### config.mk
export PLATFORM = sky130hd
export DESIGN_NAME = icache_plru
export DESIGN_NICKNAME = d
export VERILOG_FILES = /design/src/verilog/icache_geom_pkg.sv /design/src/verilog/icache_plru.sv
export SDC_FILE = /design/constraint.sdc
export NUM_CORES = 1
export LEC_CHECK = 0
export BUFFER_PORTS_ARGS = -buffer_cell sky130_fd_sc_hd__buf_4
export CAP_MARGIN = 20
export CORE_ASPECT_RATIO = 0.9
export CORE_MARGIN = 5
export CORE_UTILIZATION = 40
export CTS_CLUSTER_SIZE = 10
export DETAILED_ROUTE_END_ITERATION = 10
export PLACE_DENSITY = 0.65
export SLEW_MARGIN = 0
export SYNTH_ARGS = -nofsm -noshare
export SYNTH_HDL_FRONTEND = slang
export SYNTH_SLANG_ARGS = --single-unit
### constraint.sdc
create_clock -name clk -period 3.3 [get_ports clk]
set_clock_uncertainty 0.2 [all_clocks]
set_input_delay 0.33 -clock clk [delete_from_list [all_inputs] [get_ports clk]]
set_output_delay 0.33 -clock clk [all_outputs]
set_load 0.01 [all_outputs]
### src/verilog/icache_geom_pkg.sv
package icache_geom_pkg;

  // 4 ways x 8 sets x 32-byte lines
  localparam int num_ways       = 4;
  localparam int num_sets       = 8;
  localparam int words_per_line = 8;

  typedef logic [31:0] word_t;
  typedef logic [23:0] tag_t;
  typedef logic [2:0]  set_idx_t;
  typedef logic [4:0]  offset_t;

  // Fetch address split into cache fields
  typedef struct packed {
    tag_t     tag;
    set_idx_t index;
    offset_t  offset;
  } fetch_addr_t;

  typedef word_t [words_per_line-1:0] cache_line_t;  // 256 bits

  typedef logic [1:0] way_idx_t;
  typedef logic [num_ways-1:0] way_mask_t;  // One hit bit per way

  // Bit 0 is the root, bit 1 picks within ways 0/1, bit 2 within ways 2/3
  typedef logic [2:0] plru_bits_t;

endpackage
### src/verilog/icache_plru.sv
`timescale 1ns/1ps

module icache_plru (
  input  logic                      clk,
  input  logic                      reset,
  input  icache_geom_pkg::set_idx_t index,
  input  logic                      touch,
  input  icache_geom_pkg::way_idx_t touch_way,
  output icache_geom_pkg::way_idx_t victim
);

  icache_geom_pkg::plru_bits_t [icache_geom_pkg::num_sets-1:0] plru;
  icache_geom_pkg::plru_bits_t cur_bits;
  icache_geom_pkg::plru_bits_t next_bits;

  assign cur_bits = plru[index];

  // Root picks the half, then the leaf of that half picks the way
  assign victim = {cur_bits[0], cur_bits[0] ? cur_bits[2] : cur_bits[1]};

  // Point the path away from the touched way
  always_comb begin
    next_bits    = cur_bits;
    next_bits[0] = ~touch_way[1];
    if (touch_way[1]) begin
      next_bits[2] = ~touch_way[0];
    end else begin
      next_bits[1] = ~touch_way[0];
    end
  end

  always_ff @(posedge clk) begin
    if (reset) begin
      plru <= '0;
    end else if (touch) begin
      plru[index] <= next_bits;
    end
  end

endmodule

==> metrics.md <==
| Metric | Value |
|---|---|
| Status | `complete, no violations` |
| Final setup vio count | `0` |
| Worst-skew pair later-pin latency | `between 0.3 and 0.4 ns` |
| DR DRC count | `0` |
| Synth Area in Simple Gates | `around a fifth` |
| Aggregate global routing overflow | `0` |
| Worst-path clk slew | `about 0.12 ns` |
| Post-DR vias/cell | `5.41` |
| Cells after Synth | `~120` |
| Setup tns final | `0 ns` |
| CTS Root Cell | `clkbuf_4` |
| Port Buffer Count | `9` |
| Slew Viols, Final | `0` |
| Post-synth EDFFs | `0` |
| Initial Util | `42.1%` |
| DIE AREA | `between 4000 and 5000 µm²` |
| Maximum vdd drop | `between 0.2 and 0.25 mV` |
| Syn nets | `approximately 120` |
| Hold Fails Final Rpt | `0` |
| Pwr per Cell Area | `380 nW/µm²` |
| YS warnings | `0` |
| Ratio of cells with drive above 1 in the final layout | `roughly a quarter` |
| Postcts setup bufs | `0` |
| CP Cell Sequence | `buf_4 -> mux4_2 -> mux2_4 -> mux2i_1 -> buf_4` |
| Synthesized area per cell | `10.1 µm²` |
| Leak | `~0.00046 µW` |
| Placed cells | `around 160` |
| Tot Pwr | `approximately 480 µW` |
| CTS tree | `done` |
| Max Root-Sink Buffers | `2` |
| Top flop regs | `plru x24` |
| Initial DRC count | `approximately 110` |
| WL/cell | `14.2 µm` |
| Worst r2r path cells | `4` |
| Post-Synth XOR/XNOR Area | `0%` |
| Vias in the first global route | `roughly 820` |
| Fin cells | `between 150 and 200` |
| First-pass GRT wire length | `4.02 mm` |
| Main combinational cell family by area after synthesis | `simple AND/OR/NAND/NOR gates` |
| Diode count | `0` |
| I/O Pins | `10` |
| Critical path fanouts, max | `19` |
| Cts bufs inserted | `3` |
| Hold-fix buffers, CTS | `0` |
| Cell Area, Synth | `~1200 µm²` |
| CP Data Arrival Time | `1.71 ns` |
| Area of the core | `2790 µm²` |
| Worst R2R Setup Slack | `between 1.5 and 2 ns` |
| Post-synth ARST share | `0%` |
| P&R area growth vs syn | `7.03%` |
| Crit start category | `input pin` |
| Minimum clock period | `2.24 ns` |
| DP HPWL | `~1.6 mm` |
| Crit path capture | `victim[0]` |
| Max transition margin | `approximately four fifths` |
| Max reg flops | `24` |
| Capturing point of the worst reg2reg path | `plru[23]` |
| Multi-input gate area | `633 µm²` |
| Worst setup startpoint | `index[0]` |
| Hold path cells | `3` |
| FMAX | `about 450 MHz` |
| CP peak stage delay | `0.55 ns` |
| Data required, critical path | `between 2 and 3 ns` |
| GRT Util Overall | `about an eighth` |
| Fin crit share | `between 60% and 70%` |
| Crit Path Category | `in -> out` |
| Final Net Count | `~130` |
| Via count | `860` |
| Flops & latches, synth | `24` |
| Largest net degree at the start of global routing | `27` |
| Seq/Total Area, Yosys | `40.9%` |
| Crit path top cell by count | `buf_4` |
| Slew @ Worst Pin | `between 0.2 and 0.3 ns` |
| Antenna viol nets, final | `0` |
| Most common cell after layout, fill and taps aside | `dfxtp_1` |
| Max cap viols | `0` |
| Min-delay worst type | `in -> reg` |
| Hold WS | `roughly 0.13 ns` |
| RR Startpoint | `plru[11]` |
| Total of fill cells in the finished design | `a little under 300` |
| Util after Layout | `between 40 and 50%` |
| Crit end category | `primary output` |
| RSZ-0062 raised after global routing | `no` |
| Hold Path Origin | `touch` |
| Ys flop type | `dfxtp_1` |
| FF+latch area | `480 µm²` |
| Synth cell types | `22` |
| Die W | `~67 µm` |
| Post-synthesis compound-gate area fraction | `14.5%` |
| Initial antenna violation count | `0` |
| Slowest cell on crit path | `mux4_2` |
| Row count | `18` |
| GPL Wtd Cong | `0.787` |
| CTS resizes | `0` |
| Routed wire length | `roughly 2.3 mm` |
| CTS Sinks | `24` |
| Post-synthesis adder-cell area fraction | `0%` |
| Max H-tree Level | `1` |
| Most frequent cells in the layout | `dfxtp_1, nand3b_1, nor2_1` |
| Drt first pass iters | `4` |
| Die height | `about 60 µm` |
| Top reg by flops | `plru` |
| Mux cell area share after synthesis | `a little under a fifth` |
==> per-stage QoR <==
stage	worst slack (ns)	cell area (µm²)
2_1_floorplan	1.15	1170
3_3_place_gp	1.11	1230
3_5_place_dp	1.07	1230
4_1_cts	1.06	1260
5_1_grt	0.983	1260
6_report	1.06	1260
==> per-layer routing <==
| layer | part of all wire [%] | up-vias | track usage [%] | routed length [µm] |
|---|---|---|---|---|
| met5 | 0 | - | 0 | 0 |
| met4 | 0.40 | 0 | 0.867 | 9 |
| met3 | 4.0 | 2 | 4.38 | 91 |
| met2 | 43 | 16 | 19.2 | 974 |
| met1 | 52 | 409 | 19.4 | 1190 |
| li1 | - | 433 | - | - |
==> Yosys cell counts (all sizes together) (2+ instances only) <==
master  number  area [µm²]
dfxtp       24         480
nand3b      17         128
o21ai       16         110
nor2        13        48.8
mux2i       11         110
a21oi        8        40.0
buf          6        46.3
mux4         4        90.1
clkbuf       3        11.3
a21bo        2        20.0
nand3        2        10.0
nand4        2        12.5
nand4b       2        17.5
==> cell type report <==
| cell class | instances | area share, % |
|---|---|---|
| clock buffers | 3 | 1.79 |
| inverters | 1 | 0.299 |
| multi-input cells | 82 | 50.3 |
| flip-flops and latches | 24 | 38.2 |
| well taps | 40 | 3.98 |
| repair buffers | 9 | 5.37 |
==> worst max-delay path: cells and delay by family <==
family / cells / cell delay [ns]
buf+inv: 2 / 0.39
mux: 3 / 0.98
==> power by group <==
group | switching [µW] | internal (µW)
combinational | 32.1 | 24.3
sequential | 2.83 | 295
clock | 81.0 | 42.6
total | 116 | 362
==> worst min-delay path by stage <==
stage | end | slack, ns
2_1_floorplan | plru[15] | 0.23
3_3_place_gp | plru[15] | 0.25
3_5_place_dp | plru[15] | 0.25
4_1_cts | plru[15] | 0.11
5_1_grt | plru[15] | 0.14
6_report | plru[15] | 0.13
==> kinds of logic after synthesis <==
| family | Yosys count |
|---|---|
| buffers and inverters | 10 |
| flip-flops | 24 |
| AO/OA/AOI/OAI | 26 |
| AND/OR/NAND/NOR | 40 |
| multiplexers | 16 |
(Power assumes the default switching activity.)
