[src/verilog/icache_geom_pkg.sv]
package icache_geom_pkg;

  // 4 ways x 8 sets x 32-byte lines
  localparam int num_ways       = 4;
  localparam int num_sets       = 8;
  localparam int words_per_line = 8;

  typedef logic [31:0] word_t;
  typedef logic [23:0] tag_t;
  typedef logic [2:0]  set_idx_t;
  typedef logic [4:0]  offset_t;

  // Fetch address split into cache fields
  typedef struct packed {
    tag_t     tag;
    set_idx_t index;
    offset_t  offset;
  } fetch_addr_t;

  typedef word_t [words_per_line-1:0] cache_line_t;  // 256 bits

  typedef logic [1:0] way_idx_t;
  typedef logic [num_ways-1:0] way_mask_t;  // One hit bit per way

  // Bit 0 is the root, bit 1 picks within ways 0/1, bit 2 within ways 2/3
  typedef logic [2:0] plru_bits_t;

endpackage
[src/verilog/icache_bus_pkg.sv]
package icache_bus_pkg;

  typedef struct packed {
    icache_geom_pkg::fetch_addr_t addr;
  } fetch_req_t;

  typedef struct packed {
    logic [31:0]           addr;
    icache_geom_pkg::word_t data;
  } fetch_rsp_t;

  // Line-aligned refill address
  typedef struct packed {
    logic [31:0] addr;
  } mem_req_t;

  // Stage 1 result handed to stage 2 and the control block
  typedef struct packed {
    icache_geom_pkg::fetch_addr_t addr;
    logic                         hit;
    icache_geom_pkg::cache_line_t line;
    icache_geom_pkg::way_idx_t    way;
  } lookup_t;

endpackage

[src/verilog/icache_control.sv]
`timescale 1ns/1ps

module icache_control (
  input  logic                      clk,
  input  logic                      reset,
  input  logic                      req_valid,
  output logic                      req_ready,
  input  icache_bus_pkg::lookup_t   lookup,
  input  icache_geom_pkg::way_idx_t victim,
  output logic                      rsp_valid,
  input  logic                      rsp_ready,
  output logic                      advance,
  output logic                      replay,
  output logic                      fill_en,
  output icache_geom_pkg::way_idx_t fill_way,
  output logic                      touch,
  output icache_geom_pkg::way_idx_t touch_way,
  output icache_bus_pkg::mem_req_t  mem_req,
  output logic                      mem_req_valid,
  input  logic                      mem_req_ready,
  input  logic                      mem_rdata_valid
);

  typedef enum logic [1:0] {
    s_run,
    s_request,
    s_wait_fill
  } state_t;

  state_t state;
  logic   s1_valid;
  logic   s2_valid;
  logic   s1_miss;
  icache_geom_pkg::fetch_addr_t line_addr;

  assign s1_miss   = s1_valid && !lookup.hit;
  assign advance   = (state == s_run) && !s1_miss && (!s2_valid || rsp_ready);
  assign req_ready = advance && !replay;  // No new fetch while the refilled line moves on
  assign rsp_valid = s2_valid;

  assign fill_en   = (state == s_wait_fill) && mem_rdata_valid;
  assign touch     = (advance && s1_valid) || fill_en;
  assign touch_way = fill_en ? fill_way : lookup.way;

  always_comb begin
    line_addr        = lookup.addr;
    line_addr.offset = '0;
  end

  assign mem_req.addr  = line_addr;
  assign mem_req_valid = (state == s_request);

  // Victim is fixed when the miss is seen
  always_ff @(posedge clk) begin
    if (state == s_run && s1_miss) begin
      fill_way <= victim;
    end
  end

  always_ff @(posedge clk) begin
    if (reset) begin
      state    <= s_run;
      s1_valid <= 1'b0;
      s2_valid <= 1'b0;
      replay   <= 1'b0;
    end else begin
      replay <= fill_en;
      if (advance) begin
        s1_valid <= req_valid && req_ready;
        s2_valid <= s1_valid;
      end else if (rsp_ready) begin
        s2_valid <= 1'b0;  // Drain
      end
      case (state)
        s_run:       if (s1_miss) state <= s_request;
        s_request:   if (mem_req_ready) state <= s_wait_fill;
        s_wait_fill: if (mem_rdata_valid) state <= s_run;
        default:     state <= s_run;
      endcase
    end
  end

endmodule

[config.mk]
export PLATFORM = sky130hd
export DESIGN_NAME = icache_control
export DESIGN_NICKNAME = d
export VERILOG_FILES = /design/src/verilog/icache_geom_pkg.sv /design/src/verilog/icache_bus_pkg.sv /design/src/verilog/icache_control.sv
export SDC_FILE = /design/constraint.sdc
export NUM_CORES = 1
export LEC_CHECK = 0
export CAP_MARGIN = 0
export CORE_AREA = 2 2 131 133
export DETAILED_ROUTE_END_ITERATION = 10
export DIE_AREA = 0 0 133 135
export DONT_BUFFER_PORTS = 1
export PLACE_DENSITY_LB_ADDON = 0.15
export SYNTH_ARGS = -nofsm -noshare
export SYNTH_HDL_FRONTEND = slang
export SYNTH_SLANG_ARGS = --single-unit
[constraint.sdc]
create_clock -name clk -period 2.27 [get_ports clk]
set_input_delay 0.454 -clock clk [delete_from_list [all_inputs] [get_ports clk]]
set_output_delay 0.454 -clock clk [all_outputs]
set_load 0.03 [all_outputs]
==> summary.md <==
| Metric | Value |
|---|---|
| Logic gate share of total power | `between 10% and 20%` |
| Internal Dissipation | `388 µW` |
| Number of enable-type register cells in the synthesized netlist | `2` |
| Number of buffers added to fix hold violations after cts | `0` |
| Post-synthesis sequential area ratio | `~28%` |
| CP top delay family | `multiplexers` |
| CTS tree | `yes` |
| Number of violations of the max-capacitance limit | `0` |
| Critical Path Slowest Stage Cell | `mux2_1` |
| Number of buffers added by the clock tree synthesis step | `3` |
| Clock latency reported for the late side of the worst-skew pair | `0.23 ns` |
| Outcome | `finished, final reports clean` |
| Detailed-placement wirelength estimate | `about 2600 µm` |
| Per-cell routed wire length | `around 11 µm` |
| Antenna violations before repair | `0` |
| Die extent in y | `135 µm` |
| Critical Path Source Type | `flop` |
| Instance count along the most critical hold path | `1` |
| Max Slew Vio Count | `0` |
| Share of cells above drive strength 1 | `about a fifth` |
| Area growth from synthesis to final layout | `25.9%` |
| Post-route ant nets | `0` |
| Multiplexer fraction of the synthesized cell area | `roughly 7.7%` |
| Total standard cell area after synthesis | `~570 µm²` |
| Peak per-stage delay on the critical path | `between 0.5 and 0.6 ns` |
| Hold path startpoint | `reset` |
| Power per Cell Area | `between 700 and 800 nW/µm²` |
| Cell row count | `47` |
| Slack of the worst reg-to-reg path | `about 1 ns` |
| Mean area per synthesized cell | `8.90 µm²` |
| Instance count of the mapped netlist | `64` |
| Initial core utilization | `between 3 and 4%` |
| Endpoint of the worst-slack reg-to-reg timing path | `s1_valid$_SDFFE_PP0P_` |
| Total placed instance area | `638 µm²` |
| Peak VDD IR | `between 150 and 200 µV` |
| Port Buf Inserts | `0` |
| Number of design rule violations left after detail routing | `0` |
| Post-synthesis share of cell area spent on xor and xnor gates | `0%` |
| Number of failing setup endpoints in the final timing report | `0` |
| Critical register-to-register path startpoint | `state[1]$_SDFFE_PP0P_` |
| Worst hold path endpoint | `rsp_valid$_SDFFE_PP0P_` |
| Core Region | `16,400 µm²` |
| DR iter-0 viols | `4` |
| Number of sinks handled by clock tree synthesis | `7` |
| Number of global-route vias before repair | `between 200 and 300` |
| Number of top-level pins | `about 340` |
| Net Sw Power | `roughly 120 µW` |
| Final Instance Area | `~720 µm²` |
| Synth warn | `0` |
| Post-route insts no fill | `around 260` |
| Top achievable clock speed | `~0.54 GHz` |
| Clock Path Buffers | `2` |
| Per-cell via count in the routed design | `1.07` |
| Simple-gate share of the synthesized area | `between 10% and 20%` |
| Period Utilization, post-route | `82.2%` |
| Largest area contributor in the synthesized netlist | `buf_4` |
| Cells traversed along the worst timing path | `nand3b_1 -> mux2_1` |
| Clock root buffer master | `clkbuf_16` |
| Area fraction in compound gates after synthesis | `3.52%` |
| Final setup TNS | `0 ns` |
| Post-CTS setup buffer count | `0` |
| All-layer global routing usage | `3.13%` |
| Most repeated cell in the gate-level netlist after synthesis | `buf_4` |
| Total placed cells including tap cells | `between 200 and 300` |
| Number of antenna diodes | `0` |
| Main synth FF type | `dfxtp_1` |
| Flops & latches, synth | `7` |
| Number of nets in the layout | `343` |
| Crit end category | `output port` |
| Clock Skews | `between 0.004 and 0.005 ns` |
| Area share of the largest cell type after synthesis | `between 40% and 50%` |
| Kind of critical path | `flop to output port` |
| Worst min path class | `input pin to flop` |
| Post-synth cell types | `22` |
| Final Hold Vio Count | `0` |
| Maximum number of pins on one net before global-route repair | `7` |
| Layout Utilization | `roughly 4.4%` |
| Synth Area in Adders | `0%` |
| Unrepaired setup endpoints after global routing | `false` |
| Wire length of the first global-routing pass | `roughly 3400 µm` |
| Initial DRT Pass Iterations | `4` |
| Post-cts sizing count | `0` |
| Data arrival time of the worst path | `approximately 1.4 ns` |
| Maximum net fanout on the critical path | `6` |
| Wire length after detailed routing | `2810 µm` |
| Proportion of power drawn by flip-flops and latches | `between 20% and 30%` |
| Minimum clock period | `approximately 1.9 ns` |
| Bufs and invs on worst path | `0` |
| Final RePlAce weighted congestion | `around 0.56` |
| Overall via count from detail_route | `281` |
| Horiz. Die Dim | `around 130 µm` |
| Combinational family with the most area after synthesis | `buffers and inverters` |
| Required time reported for the critical path endpoint | `1.82 ns` |
| Reg2reg path depth | `4` |
| Leakage | `0.207 nW` |
| Asr flop ratio synth | `0%` |
| H-tree lvl count | `1` |
| Die area | `roughly 18,000 µm²` |
| Clock edge transition at the registers on the reported setup and hold paths | `0.04 ns` |
| Switching share of power | `between 20% and 30%` |
| Most numerous cell types in the synthesized netlist | `32 x buf_4, 5 x dfxtp_1, 4 x nor2_1` |
| Overflow after GRT | `0` |
| Cell types with the largest area share after synthesis | `buf_4 42%, dfxtp_1 18%, edfxtp_1 11%, mux2_1 4.0%, nor2_1 2.6%` |
| Clock power frac | `58.6%` |
-- registers in the layout, indices dropped and copies added (netlist names) --
register and flops:
s1_valid 1, fill_way 2, replay 1, state 2
rsp_valid 1
-- worst max path at each step --
stage	startpoint	to	slack (ns)	cells after the start
2_1_floorplan	lookup[258]	req_ready	0.48	4
3_3_place_gp	mem_rdata_valid	touch_way[1]	0.59	2
3_5_place_dp	mem_rdata_valid	touch_way[1]	0.60	2
4_1_cts	state[0]$_SDFFE_PP0P_	touch_way[1]	0.36	2
5_1_grt	state[1]$_SDFFE_PP0P_	touch_way[1]	0.31	2
6_report	state[0]$_SDFFE_PP0P_	touch_way[1]	0.40	2
-- layout make-up --
class / count / area, µm²
multi-input combinational: 27 / 169
timing repair buffer: 4 / 30.0
sequential: 7 / 160
inverter: 1 / 3.75
tap: 220 / 275
clock buffer: 4 / 78.8
fill: 1937 / 15700
-- per-stage QoR --
stage          worst slack, ns  power [mW]  hold slack, ns
6_report                 0.404       0.512           0.297
3_5_place_dp             0.599       0.216           0.483
4_1_cts                  0.358       0.523           0.292
2_1_floorplan            0.476       0.297           0.464
5_1_grt                  0.309       0.538           0.291
3_3_place_gp             0.594       0.217           0.511
-- layout by cell type, fill, tap and decap left out, drive strengths merged --
cell,instances
inv,1
a21oi,1
and2b,1
nor2,4
conb,5
mux2i,1
edfxtp,2
nand3b,1
a21o,1
and3,1
a22oi,1
or3b,1
nor2b,1
nand2b,2
nor3,2
clkbuf,4
dfxtp,5
buf,4
mux2,3
or2b,1
nand3,1
-- per-layer routing --
metal | vias up | global-route usage (%) | share of wire, %
met2 | 29 | 2.88 | 29
met3 | 2 | 6.46 | 42
met4 | 0 | 0.358 | 0.18
li1 | 126 | - | -
met5 | - | 0 | 0
met1 | 124 | 2.62 | 29
-- kinds of logic after synthesis --
logic type             Yosys count
multiplexers                     4
buffers and inverters           34
AO/OA/AOI/OAI                    3
other                            1
flip-flops                       7
AND/OR/NAND/NOR                 15
-- power groups by stage --
stage / registers (mW) / clock network, mW / logic (mW)
final: 0.143 / 0.300 / 0.0689
after detailed placement: 0.145 / 0 / 0.0709
after global routing: 0.144 / 0.319 / 0.0751
after floorplan: 0.145 / 0 / 0.152
after CTS: 0.143 / 0.309 / 0.0712
after global placement: 0.145 / 0 / 0.0714
-- worst reg2reg max path, cell delays in order (launching register included) --
cell and delay, ns:
dfxtp_1 0.34, nor2_1 0.21, and3_1 0.24, buf_4 0.21, mux2i_1 0.19
No activity file was read; power rests on OpenSTA's default activity.
