[config.mk]
export PLATFORM = sky130hd
export DESIGN_NAME = icache_fetch_stage
export DESIGN_NICKNAME = d
export VERILOG_FILES = /design/src/verilog/icache_geom_pkg.sv /design/src/verilog/icache_bus_pkg.sv /design/src/verilog/icache_fetch_stage.sv
export SDC_FILE = /design/constraint.sdc
export NUM_CORES = 1
export LEC_CHECK = 0
export BUFFER_PORTS_ARGS = -buffer_cell sky130_fd_sc_hd__buf_2
export CAP_MARGIN = 20
export CORE_MARGIN = 3
export CORE_UTILIZATION = 32
export DETAILED_ROUTE_END_ITERATION = 6
export HOLD_SLACK_MARGIN = 0.08
export PLACE_DENSITY = 0.58
export SLEW_MARGIN = 20
export SYNTH_ARGS = -nofsm -noshare
export SYNTH_HDL_FRONTEND = slang
export SYNTH_SLANG_ARGS = --single-unit
[constraint.sdc]
create_clock -name clk -period 4.95 [get_ports clk]
set_clock_uncertainty 0.1 [all_clocks]
set_input_delay 0.495 -clock clk [delete_from_list [all_inputs] [get_ports clk]]
set_output_delay 0.495 -clock clk [all_outputs]
set_load 0.005 [all_outputs]
[src/verilog/icache_geom_pkg.sv]
package icache_geom_pkg;

  // 4 ways x 8 sets x 32-byte lines
  localparam int num_ways       = 4;
  localparam int num_sets       = 8;
  localparam int words_per_line = 8;

  typedef logic [31:0] word_t;
  typedef logic [23:0] tag_t;
  typedef logic [2:0]  set_idx_t;
  typedef logic [4:0]  offset_t;

  // Fetch address split into cache fields
  typedef struct packed {
    tag_t     tag;
    set_idx_t index;
    offset_t  offset;
  } fetch_addr_t;

  typedef word_t [words_per_line-1:0] cache_line_t;  // 256 bits

  typedef logic [1:0] way_idx_t;
  typedef logic [num_ways-1:0] way_mask_t;  // One hit bit per way

  // Bit 0 is the root, bit 1 picks within ways 0/1, bit 2 within ways 2/3
  typedef logic [2:0] plru_bits_t;

endpackage
[src/verilog/icache_bus_pkg.sv]
package icache_bus_pkg;

  typedef struct packed {
    icache_geom_pkg::fetch_addr_t addr;
  } fetch_req_t;

  typedef struct packed {
    logic [31:0]           addr;
    icache_geom_pkg::word_t data;
  } fetch_rsp_t;

  // Line-aligned refill address
  typedef struct packed {
    logic [31:0] addr;
  } mem_req_t;

  // Stage 1 result handed to stage 2 and the control block
  typedef struct packed {
    icache_geom_pkg::fetch_addr_t addr;
    logic                         hit;
    icache_geom_pkg::cache_line_t line;
    icache_geom_pkg::way_idx_t    way;
  } lookup_t;

endpackage

[src/verilog/icache_fetch_stage.sv]
`timescale 1ns/1ps

module icache_fetch_stage (
  input  logic                       clk,
  input  logic                       reset,
  input  icache_bus_pkg::lookup_t    lookup,
  input  logic                       advance,
  output icache_bus_pkg::fetch_rsp_t rsp
);

  icache_bus_pkg::lookup_t s2;
  logic [2:0]              word_sel;

  always_ff @(posedge clk) begin
    if (reset) begin
      s2 <= '0;
    end else if (advance) begin
      s2 <= lookup;
    end
  end

  assign word_sel = s2.addr.offset[4:2];  // Word within the line

  assign rsp.addr = s2.addr;
  assign rsp.data = s2.line[word_sel];

endmodule

==> summary.md, run 1 <==
| Metric | Value |
|---|---|
| Status | finished clean |
| Layout area overhead | 29.29% |
| Area fraction in compound gates after synthesis | 0% |
| Syn Std Cell Area | 12190 µm² |
| Number of cells upsized or downsized after cts | 0 |
| Post-route insts no fill | 1944 |
| Area share of and/or/nand/nor cells after synthesis | 8.872% |
| Clock sinks | 288 |
| PD cells | 365.4 nW/µm² |
| CP Data Arrival Time | 2880 ps |
| Worst Path Required | 4360 ps |
| Synthesized area per cell | between 10 and 15 µm² |
| Clk Latency, worst-skew pair | 510 ps |
| Antenna violations before repair | 10 |
| Core area | 37050 µm² |
| Slowest cell on the critical path | dfxtp_4 |
| Number of global-route vias before repair | 9339 |
| Distinct cells, synth | 12 |
| CP startpoint kind | register |
| Placed cells | roughly 1800 |
| Fraction of the yosys area taken by sequential cells | a little under half |
| Post-Synthesis Cells | approximately 1100 |
| Placed Area | 14110 µm² |
| Pin count of the biggest net entering global routing | 123 |
| Largest family of logic cells by synthesized area | multiplexers |
| Leak pwr | 7.455 nW |
| Clock-pin slew on the worst setup and hold paths | 60 ps |
| Via count | 8908 |
| WS Path Type | register to output port |
| Num CTS Buffers | 34 |
| Setup TNS | 0 ps |
| Die Wd | 201.1 µm |
| Worst path cell trace | buf_4, mux4_4, mux2_2, buf_2 |
| First-pass GRT wire length | approximately 52000 µm |
| Seq cells post-synth | 288 |
| Final Hold Vio Count | 0 |
| Vias per std cell | 4.582 |
| Multiplexer share of the synthesized area | roughly two fifths |
| Fraction of layout cells with a size suffix above 1 | 35.96% |
| Critical path's largest stage delay | 810 ps |
| Port bufs | around 350 |
| Global placement routability congestion | 0.7472 |
| Detail Route Antenna Nets | 0 |
| Top fanout value on the critical path | 33 |
| Global Route Usage Sum | between 10% and 20% |
| XOR/XNOR share of the synthesized area | 0% |
| CP endpoint kind | output port |
| Row count | 70 |
| Synth Warn # | 0 |
| Adder-Cell Fraction of Synth Area | 0% |
| # IOs | 358 |
| Max-cap violations | 0 |
| Peak Freq | 0.2882 GHz |
| Fin area | 15760 µm² |
| Final WL | roughly 33000 µm |
| Slew HR | 41.13% |
| Hpwl dp | 22660 µm |
| Synth Net Count | 1368 |
| Grt ovf | 0 |
| Post-CTS Repair Setup Buffers | 0 |
| DRC Markers | 0 |
| Final min period | approximately 3500 ps |
| Tightest Hold Check Type | primary input to register |
| Worst IR drop on VDD | 0.0002045 V |
| Die Area | ~40000 µm² |
| CTS Buffer Depth | 3 |
| Die height | 201.1 µm |
| Initial core utilization | 32.89% |
| Worst Tran Pin Value | 883.1 ps |
| H-tree Lvls | 2 |
| Count of nets after finishing | approximately 1700 |
| DR pass1 iterations | 4 |
| Final setup violation count | 0 |
| WL/cell | 16.99 µm |
| Initial DRC count | 347 |
| RSZ-0062 raised after global routing | false |
| Clock root buffer | clkbuf_16 |
| CTS tree | done |
| Max-slew violation count | 0 |
| Final Cycle Share | 70.10% |
## worst paths after layout
check / startpoint / endpoint / slack [ps] / cells past startpoint
worst max-delay path: rsp[34] / rsp[0] / 1480 / 4
worst max register to register: rsp[35] / rsp[35] / 3670 / 2
worst min register to register: s2[176] / s2[176] / 380 / 2
worst min-delay path: lookup[134] / s2[134] / 120 / 3
## routing by layer
metal	vias to the layer above	share of wire (%)	track usage [%]
li1	4374	-	-
met4	10	2.5	5.596
met1	4191	45	20.62
met2	276	47	25.88
met5	-	0.18	0
met3	57	6.1	4.271
## area by class of cell
cell class,instances,area (µm²)
multi-input cells,672,5783
repair buffers,414,2396
clock buffers,55,1072
fillers,3550,21290
diodes,5,12.51
clock inverters,6,86.33
flip-flops and latches,288,5774
well taps,504,630.6
## power by group
part | internal [W] | total, W | leakage (nW) | switching [W]
combinational | 0.000380 | 0.000665 | 4.51 | 0.000285
sequential | 0.00246 | 0.00255 | 2.38 | 0.0000913
clock | 0.00159 | 0.00254 | 0.567 | 0.000957
total | 0.00442 | 0.00576 | 7.45 | 0.00133
## metrics by stage
step / power (W) / util (%) / setup slack, ps / hold slack (ps)
after floorplan: 0.003004 / - / 2865 / 351.4
after global placement: 0.003226 / 38.10 / 1914 / 366.9
after detailed placement: 0.003241 / 38.10 / 1895 / 377.6
after CTS: 0.005862 / 42.49 / 1318 / 80.03
after global routing: 0.006029 / 42.53 / 1277 / 93.64
final: 0.005758 / 42.53 / 1480 / 117.5
## flip-flops by register name, indices dropped and copies added, names as in the netlist
name / flops
s2: 256
rsp: 32
## cell families (layout without fill, tap and decap cells)
| group | Yosys count | after routing |
|---|---|---|
| buf+inv | 114 | 475 |
| flops | 288 | 288 |
| mux | 384 | 384 |
| other cells | 0 | 5 |
| simple gates | 288 | 288 |
## cells in the mapped netlist
library cell	number	area, µm²
mux4_4	4	100.1
mux4_1	2	52.55
dfxtp_1	288	5766
buf_6	6	67.56
clkbuf_1	38	142.6
mux2_2	32	360.4
nor2_1	288	1081
buf_2	35	175.2
mux2i_1	288	2883
mux4_2	58	1306
buf_4	32	240.2
buf_1	3	11.26
## what timing repair did
action | 4_1_cts | 5_1_grt
hold buffers | 47 | 0
hold endpoints to repair | 47 | 0
setup endpoints to repair | 0 | 0
## layout by cell type (no fill, tap or decap)
cell type,count
buf_2,352
mux2i_1,288
nor2_1,288
dfxtp_1,285
mux4_2,58
dlygate4sd3_1,47
clkbuf_16,36
mux2_2,32
clkbuf_8,11
buf_4,10
clkbuf_1,9
diode_2,5
mux4_4,4
buf_12,3
mux4_1,2
bufinv_16,2
clkinv_2,2
dfxtp_4,2
inv_6,1
clkinvlp_4,1
buf_8,1
dfxtp_2,1
## worst max-delay path, delay by kind of cell, from the launching register on
family | cells | cell delay, ps
muxes | 2 | 970
DFF | 1 | 810
buffers and inverters | 2 | 570
(Power assumes the default switching activity.)
==> run 2, diff against run 1 <==
Settings changed: PLACE_DENSITY 0.58 to 0.6.
Clock period 4.95 ns to 2.8 ns, I/O delays scaled along.
==> run 2 against run 1 <==
Critical path depth unchanged; cell area is 16% higher; setup slack worse by 1300 ps; sequential cell count unchanged.
==> summary.md, run 2 (synthesis results as in run 1) <==
| Metric | Value |
|---|---|
| Port bufs | 354 (unchanged) |
| Count of nets after finishing | 1962 (+15%) |
| Worst Path Required | 2420 ps (-1940 ps) |
| Via count | 10100 (+13%) |
| Fillcell total | 3276 (-7.7%) |
| Pin count of the biggest net entering global routing | 80 (-35%) |
| Reg2Reg Launch Point | rsp[36] |
| Top reg by flops | s2 |
| Layout area overhead | 50.01% |
| Clock sinks | 288 (unchanged) |
| Final min period | 2642 ps |
| Number of global-route vias before repair | 10920 (+17%) |
| Placed cells | 1845 (+0.76%) |
| CP endpoint kind | output port |
| Hold Crit Depth | 3 (unchanged) |
| Hold Crit Start | advance |
| Setup TNS | 0 ps (unchanged) |
| Number of cells upsized or downsized after cts | 0 (unchanged) |
| Leak pwr | 8.545 nW (+15%) |
| Top fanout value on the critical path | 22 (-33%) |
| FF-to-FF setup slack | 1710 ps (-1960 ps) |
| Die Area | 40460 µm² (unchanged) |
| Clock root buffer | clkbuf_16 |
| WS Path Type | register to output port |
| Final setup violation count | 0 (unchanged) |
| FF+latch area | 5774 µm² (unchanged) |
| CTS Buffer Depth | 3 (unchanged) |
| Commonest cells after routing, fill and taps aside | 352 x buf_2, 288 x mux2i_1, 288 x nor2_1, 288 x dlygate4sd3_1, 285 x dfxtp_1 |
| Final Util | 49.34% (+6.8 points) |
| Post-route insts no fill | 2198 (+13%) |
| First-pass GRT wire length | 59310 µm (+15%) |
| Tightest Hold Check Type | primary input to register |
| Detail Route Antenna Nets | 0 (unchanged) |
| Die height | 201.1 µm (unchanged) |
| RSZ-0062 raised after global routing | false |
| Clock-pin slew on the worst setup and hold paths | 60 ps (about the same) |
| Initial core utilization | 32.89% (unchanged) |
| Placed Area | 14290 µm² (+1.3%) |
| Multi-input gate area | 5783 µm² (unchanged) |
| Max reg flops | 256 (unchanged) |
| Hpwl dp | 23840 µm (+5.2%) |
| Initial DRC count | 414 (+19%) |
| Max-cap violations | 0 (unchanged) |
| Final Cycle Share | 94.36% |
| Worst IR drop on VDD | 0.0004711 V (+130%) |
| Final WL | 37280 µm (+13%) |
| Fraction of layout cells with a size suffix above 1 | 31.72% (-4.2 points) |
| # IOs | 358 (unchanged) |
| WL/cell | 16.96 µm (-0.18%) |
| Slew HR | 62.99% (+22 points) |
| Final Hold Vio Count | 0 (unchanged) |
| Global Route Usage Sum | 18.05% (+2.1 points) |
| Global placement routability congestion | 0.7576 (+1.4%) |
| CTS tree | done |
| Row count | 70 (unchanged) |
| Grt ovf | 0 (unchanged) |
| Max-slew violation count | 0 (unchanged) |
| DR pass1 iterations | 5 (+1) |
| Vias per std cell | 4.596 (+0.30%) |
| H-tree Lvls | 2 (unchanged) |
| Commonest non-fill, non-tap cell in the layout | buf_2 |
| Hold endpoint | s2[137] |
| Overall Power | 0.01023 W (+78%) |
| CP Data Arrival Time | 2260 ps (-620 ps) |
| CP startpoint kind | register |
| Status | finished clean |
| Fin area | 18280 µm² (+16%) |
| Die Wd | 201.1 µm (unchanged) |
| Clk Latency, worst-skew pair | 500 ps (about the same) |
| Peak Freq | 0.3785 GHz |
| Critical R2R Capture | rsp[36] |
| Num CTS Buffers | 34 (unchanged) |
| PD cells | 559.8 nW/µm² (+53%) |
| DRC Markers | 0 (unchanged) |
| Antenna violations before repair | 3 (-7) |
| Worst Tran Pin Value | 555.2 ps (-327.9 ps) |
| Core area | 37050 µm² (unchanged) |
| FF-to-FF path depth | 3 (+1) |
-- run 2: metal layers --
metal / share of wire, % / global-route usage [%] / routed length, µm
met1: 41 / 21.69 / 15460
met5: 0.072 / 0 / 27
met2: 49 / 31.46 / 18410
met4: 3.0 / 6.123 / 1116
met3: 6.1 / 4.595 / 2260
-- run 2: area by class of cell --
type                    count  share of cell area [%]
diodes                      1                 0.01369
repair buffers            672                   27.41
multi-input cells         672                   31.64
flip-flops and latches    288                   31.59
well taps                 504                   3.450
clock buffers              48                   5.497
clock inverters            13                  0.3970
-- run 2: worst max-delay path, stage by stage (launching register included) --
cell and delay (ps):
dfxtp_4 440, buf_12 240, mux4_4 660, mux2_2 280
buf_2 140
-- run 2: metrics by stage --
stage	hold WS [ps]	setup WS [ps]
2_1_floorplan	326.8	929.6
3_3_place_gp	367.7	565.2
3_5_place_dp	375.1	573.6
4_1_cts	187.7	2.572
5_1_grt	224.7	61.90
6_report	209.7	158.1
-- run 2: how the worst max path moves through the flow --
| stage | from | to |
|---|---|---|
| after floorplan | rsp[34] | rsp[14] |
| after global placement | rsp[34] | rsp[2] |
| after detailed placement | rsp[34] | rsp[2] |
| after CTS | rsp[34] | rsp[2] |
| after global routing | rsp[34] | rsp[2] |
| final | rsp[34] | rsp[2] |
-- run 2: what timing repair did --
item                                    4_1_cts  5_1_grt
buffers inserted                              0        3
endpoints found under the setup margin        0        1
hold endpoints to repair                    288        0
hold buffers                                288        0
-- run 2: power by group --
| group | leakage, nW | switching (W) | internal [W] |
|---|---|---|---|
| Combinational | 5.62 | 0.000611 | 0.000917 |
| Clock | 0.543 | 0.00171 | 0.00251 |
| Sequential | 2.38 | 0.000146 | 0.00435 |
| Total | 8.54 | 0.00246 | 0.00777 |
==> run 3, diff against run 2 <==
--- a/config.mk
+++ b/config.mk
@@ -6,8 +6,9 @@
 export NUM_CORES = 1
 export LEC_CHECK = 0
-export BUFFER_PORTS_ARGS = -buffer_cell sky130_fd_sc_hd__buf_2
+export BUFFER_PORTS_ARGS = -buffer_cell sky130_fd_sc_hd__buf_4
 export CAP_MARGIN = 20
 export CORE_MARGIN = 3
 export CORE_UTILIZATION = 32
+export CTS_CLUSTER_SIZE = 30
 export DETAILED_ROUTE_END_ITERATION = 6
 export HOLD_SLACK_MARGIN = 0.08
==> constraint.sdc (replaced) <==
create_clock -name clk -period 2.8 [get_ports clk]
set_clock_uncertainty 0.1 [all_clocks]
set_input_delay 0.56 -clock clk [delete_from_list [all_inputs] [get_ports clk]]
set_output_delay 0.56 -clock clk [all_outputs]
set_load 0.005 [all_outputs]
==> run 3 against run 2 <==
The flow now finishes with violations (negative setup slack); die area did not move; clock-buffer cell count grew 2; setup slack worse by 200 ps; cell count decreased by 13%; critical endpoint is now rsp[31].
==> summary.md, run 3 (synthesis results as in run 1) <==
| Metric | Value |
|---|---|
| Status | complete, but fails checks |
| Failing checks | negative setup slack |
| Top fanout value on the critical path | 11 (-50%) |
| # hold bufs at CTS | 0 (-100%) |
| Clock-pin slew on the worst setup and hold paths | 60 ps (about the same) |
| Die Area | 40460 µm² (unchanged) |
| WL/cell | 17.99 µm (+6.1%) |
| Initial DRC count | 352 (-15%) |
| Max-cap violations | 0 (unchanged) |
| H-tree Lvls | 2 (unchanged) |
| Pin count of the biggest net entering global routing | 67 (-16%) |
| Setup WS post-layout | -38.88 ps (-196.9 ps) |
| Antenna violations before repair | 0 (-3) |
| Commonest non-fill, non-tap cell in the layout | buf_4 |
| Grt ovf | 0 (unchanged) |
| Max reg flops | 256 (unchanged) |
| Critical R2R Capture | rsp[34] |
| CP endpoint kind | output port |
| Number of global-route vias before repair | 9168 (-16%) |
| First-pass GRT wire length | 53280 µm (-10%) |
| # IOs | 358 (unchanged) |
| Core area | 37050 µm² (unchanged) |
| Row count | 70 (unchanged) |
| Final min period | 2839 ps (+196.9 ps) |
| Peak Freq | 0.3523 GHz (-6.9%) |
| Count of nets after finishing | 1687 (-14%) |
| Fraction of layout cells with a size suffix above 1 | 39.07% (+7.4 points) |
| Fin area | 16790 µm² (-8.2%) |
| Global Route Usage Sum | 16.59% (-1.5 points) |
| Num CTS Buffers | 34 (unchanged) |
| Port bufs | 354 (unchanged) |
| WS Path Type | register to output port |
| DR pass1 iterations | 4 (-1) |
| Final Cycle Share | 101.4% (+7.0 points) |
| Initial core utilization | 32.89% (unchanged) |
| Hold Crit Start | lookup[230] |
| Die Wd | 201.1 µm (unchanged) |
| DRC Markers | 0 (unchanged) |
| Critical path's largest stage delay | 630 ps (-30 ps) |
| FF-to-FF setup slack | 1660 ps (-50 ps) |
| Final setup violation count | 10 (+10) |
| CTS Buffer Depth | 3 (unchanged) |
| CTS tree | done |
| Die height | 201.1 µm (unchanged) |
| Dpl ws | 415.9 ps (-157.7 ps) |
| Commonest cells after routing, fill and taps aside | 357 x buf_4, 288 x mux2i_1, 288 x nor2_1 |
| Global placement routability congestion | 0.7526 (-0.66%) |
| Reg2Reg Launch Point | rsp[34] |
| Tightest Hold Check Type | primary input to register |
| Detail Route Antenna Nets | 0 (unchanged) |
| Layout area overhead | 37.76% |
| Leak pwr | 7.806 nW (-8.6%) |
| CP startpoint kind | register |
| Placed Area | 15200 µm² (+6.4%) |
| Setup TNS | -276.2 ps (-276.2 ps) |
| Hold endpoint | s2[230] |
| Max-slew violation count | 0 (unchanged) |
| Worst Path Required | 2140 ps (-280 ps) |
| PD cells | 630.1 nW/µm² (+13%) |
| FF-to-FF path depth | 4 (+1) |
| Hpwl dp | 24110 µm (+1.1%) |
| Slowest cell on the critical path | mux4_4 |
| Vias per std cell | 4.578 (-0.40%) |
| CP Data Arrival Time | 2180 ps (-80 ps) |
| Fillcell total | 3503 (+6.9%) |
| WHS | 186.1 ps (-23.67 ps) |
| Clock root buffer | clkbuf_16 |
| Final Hold Vio Count | 0 (unchanged) |
| Via count | 8798 (-13%) |
| Hold Crit Depth | 3 (unchanged) |
| Slew HR | 63.93% (+0.95 points) |
| Final WL | 34580 µm (-7.2%) |
| Antenna diodes | 0 (-1) |
| Worst path cell trace | buf_12, mux4_4, mux2_2, buf_4 |
| Worst Tran Pin Value | 541.0 ps (-14.19 ps) |
| Worst IR drop on VDD | 0.0005611 V (+19%) |
| Clk Latency, worst-skew pair | 500 ps (about the same) |
| Top reg by flops | s2 |
| RSZ-0062 raised after global routing | true |
| Clock sinks | 288 (unchanged) |
run 3: cell types whose count changed in the layout (fill, tap and decap cells not counted), sizes merged, moves of 3 or more:
cell / before / now
buf: 383 / 395
bufinv: 0 / 3
clkbuf: 49 / 52
clkinv: 10 / 4
clkinvlp: 1 / 4
dlygate4sd3: 288 / 0
run 3: how the worst max path moves through the flow:
| stage | slack [ps] | cells past startpoint | start | to |
|---|---|---|---|---|
| finish | -40 | 4 | rsp[34] | rsp[31] |
| global route | -140 | 5 | rsp[34] | rsp[2] |
| CTS | -110 | 4 | rsp[34] | rsp[2] |
| detailed placement | 420 | 4 | rsp[34] | rsp[2] |
| global placement | 440 | 4 | rsp[34] | rsp[31] |
| floorplan | 650 | 4 | rsp[34] | rsp[14] |
run 3: worst max-delay path: cells and delay by family (launching register included):
family,cells,cell delay [ps]
buf+inv,2,320
flops,1,420
mux,2,910
run 3: power breakdown:
part / switching [W] / internal (W) / leakage [nW] / total [W]
Clock: 0.00172 / 0.00294 / 0.590 / 0.00466
Sequential: 0.000130 / 0.00435 / 2.38 / 0.00448
Combinational: 0.000569 / 0.000869 / 4.84 / 0.00144
Total: 0.00242 / 0.00815 / 7.81 / 0.0106
run 3: final cells by class:
cell class	instances	area [µm²]	area share [%]
multi-input cells	672	5828	34.72
flip-flops and latches	288	5774	34.40
clock buffers	50	1075	6.403
clock inverters	11	140.1	0.8348
well taps	504	630.6	3.757
repair buffers	397	3338	19.89
run 3: timing repair:
item,CTS,global route
setup buffers,6,7
gates cloned,3,1
setup endpoints to repair,32,32
resized for setup,24,18
endpoints found under the hold margin,0,0
run 3: per-stage QoR:
step	std cells	utilization, %	power (W)
CTS	1914	44.95	0.01073
global route	1922	45.31	0.01105
global placement	1844	41.04	0.005909
finish	1922	45.31	0.01058
floorplan	1074	-	0.005310
detailed placement	1844	41.04	0.005932
run 3: routing by layer:
metal	up-vias	share of wire (%)	track usage, %
li1	4329	-	-
met3	40	6.7	4.789
met4	0	1.6	3.839
met2	255	47	27.28
met1	4174	45	21.70
met5	-	0	0
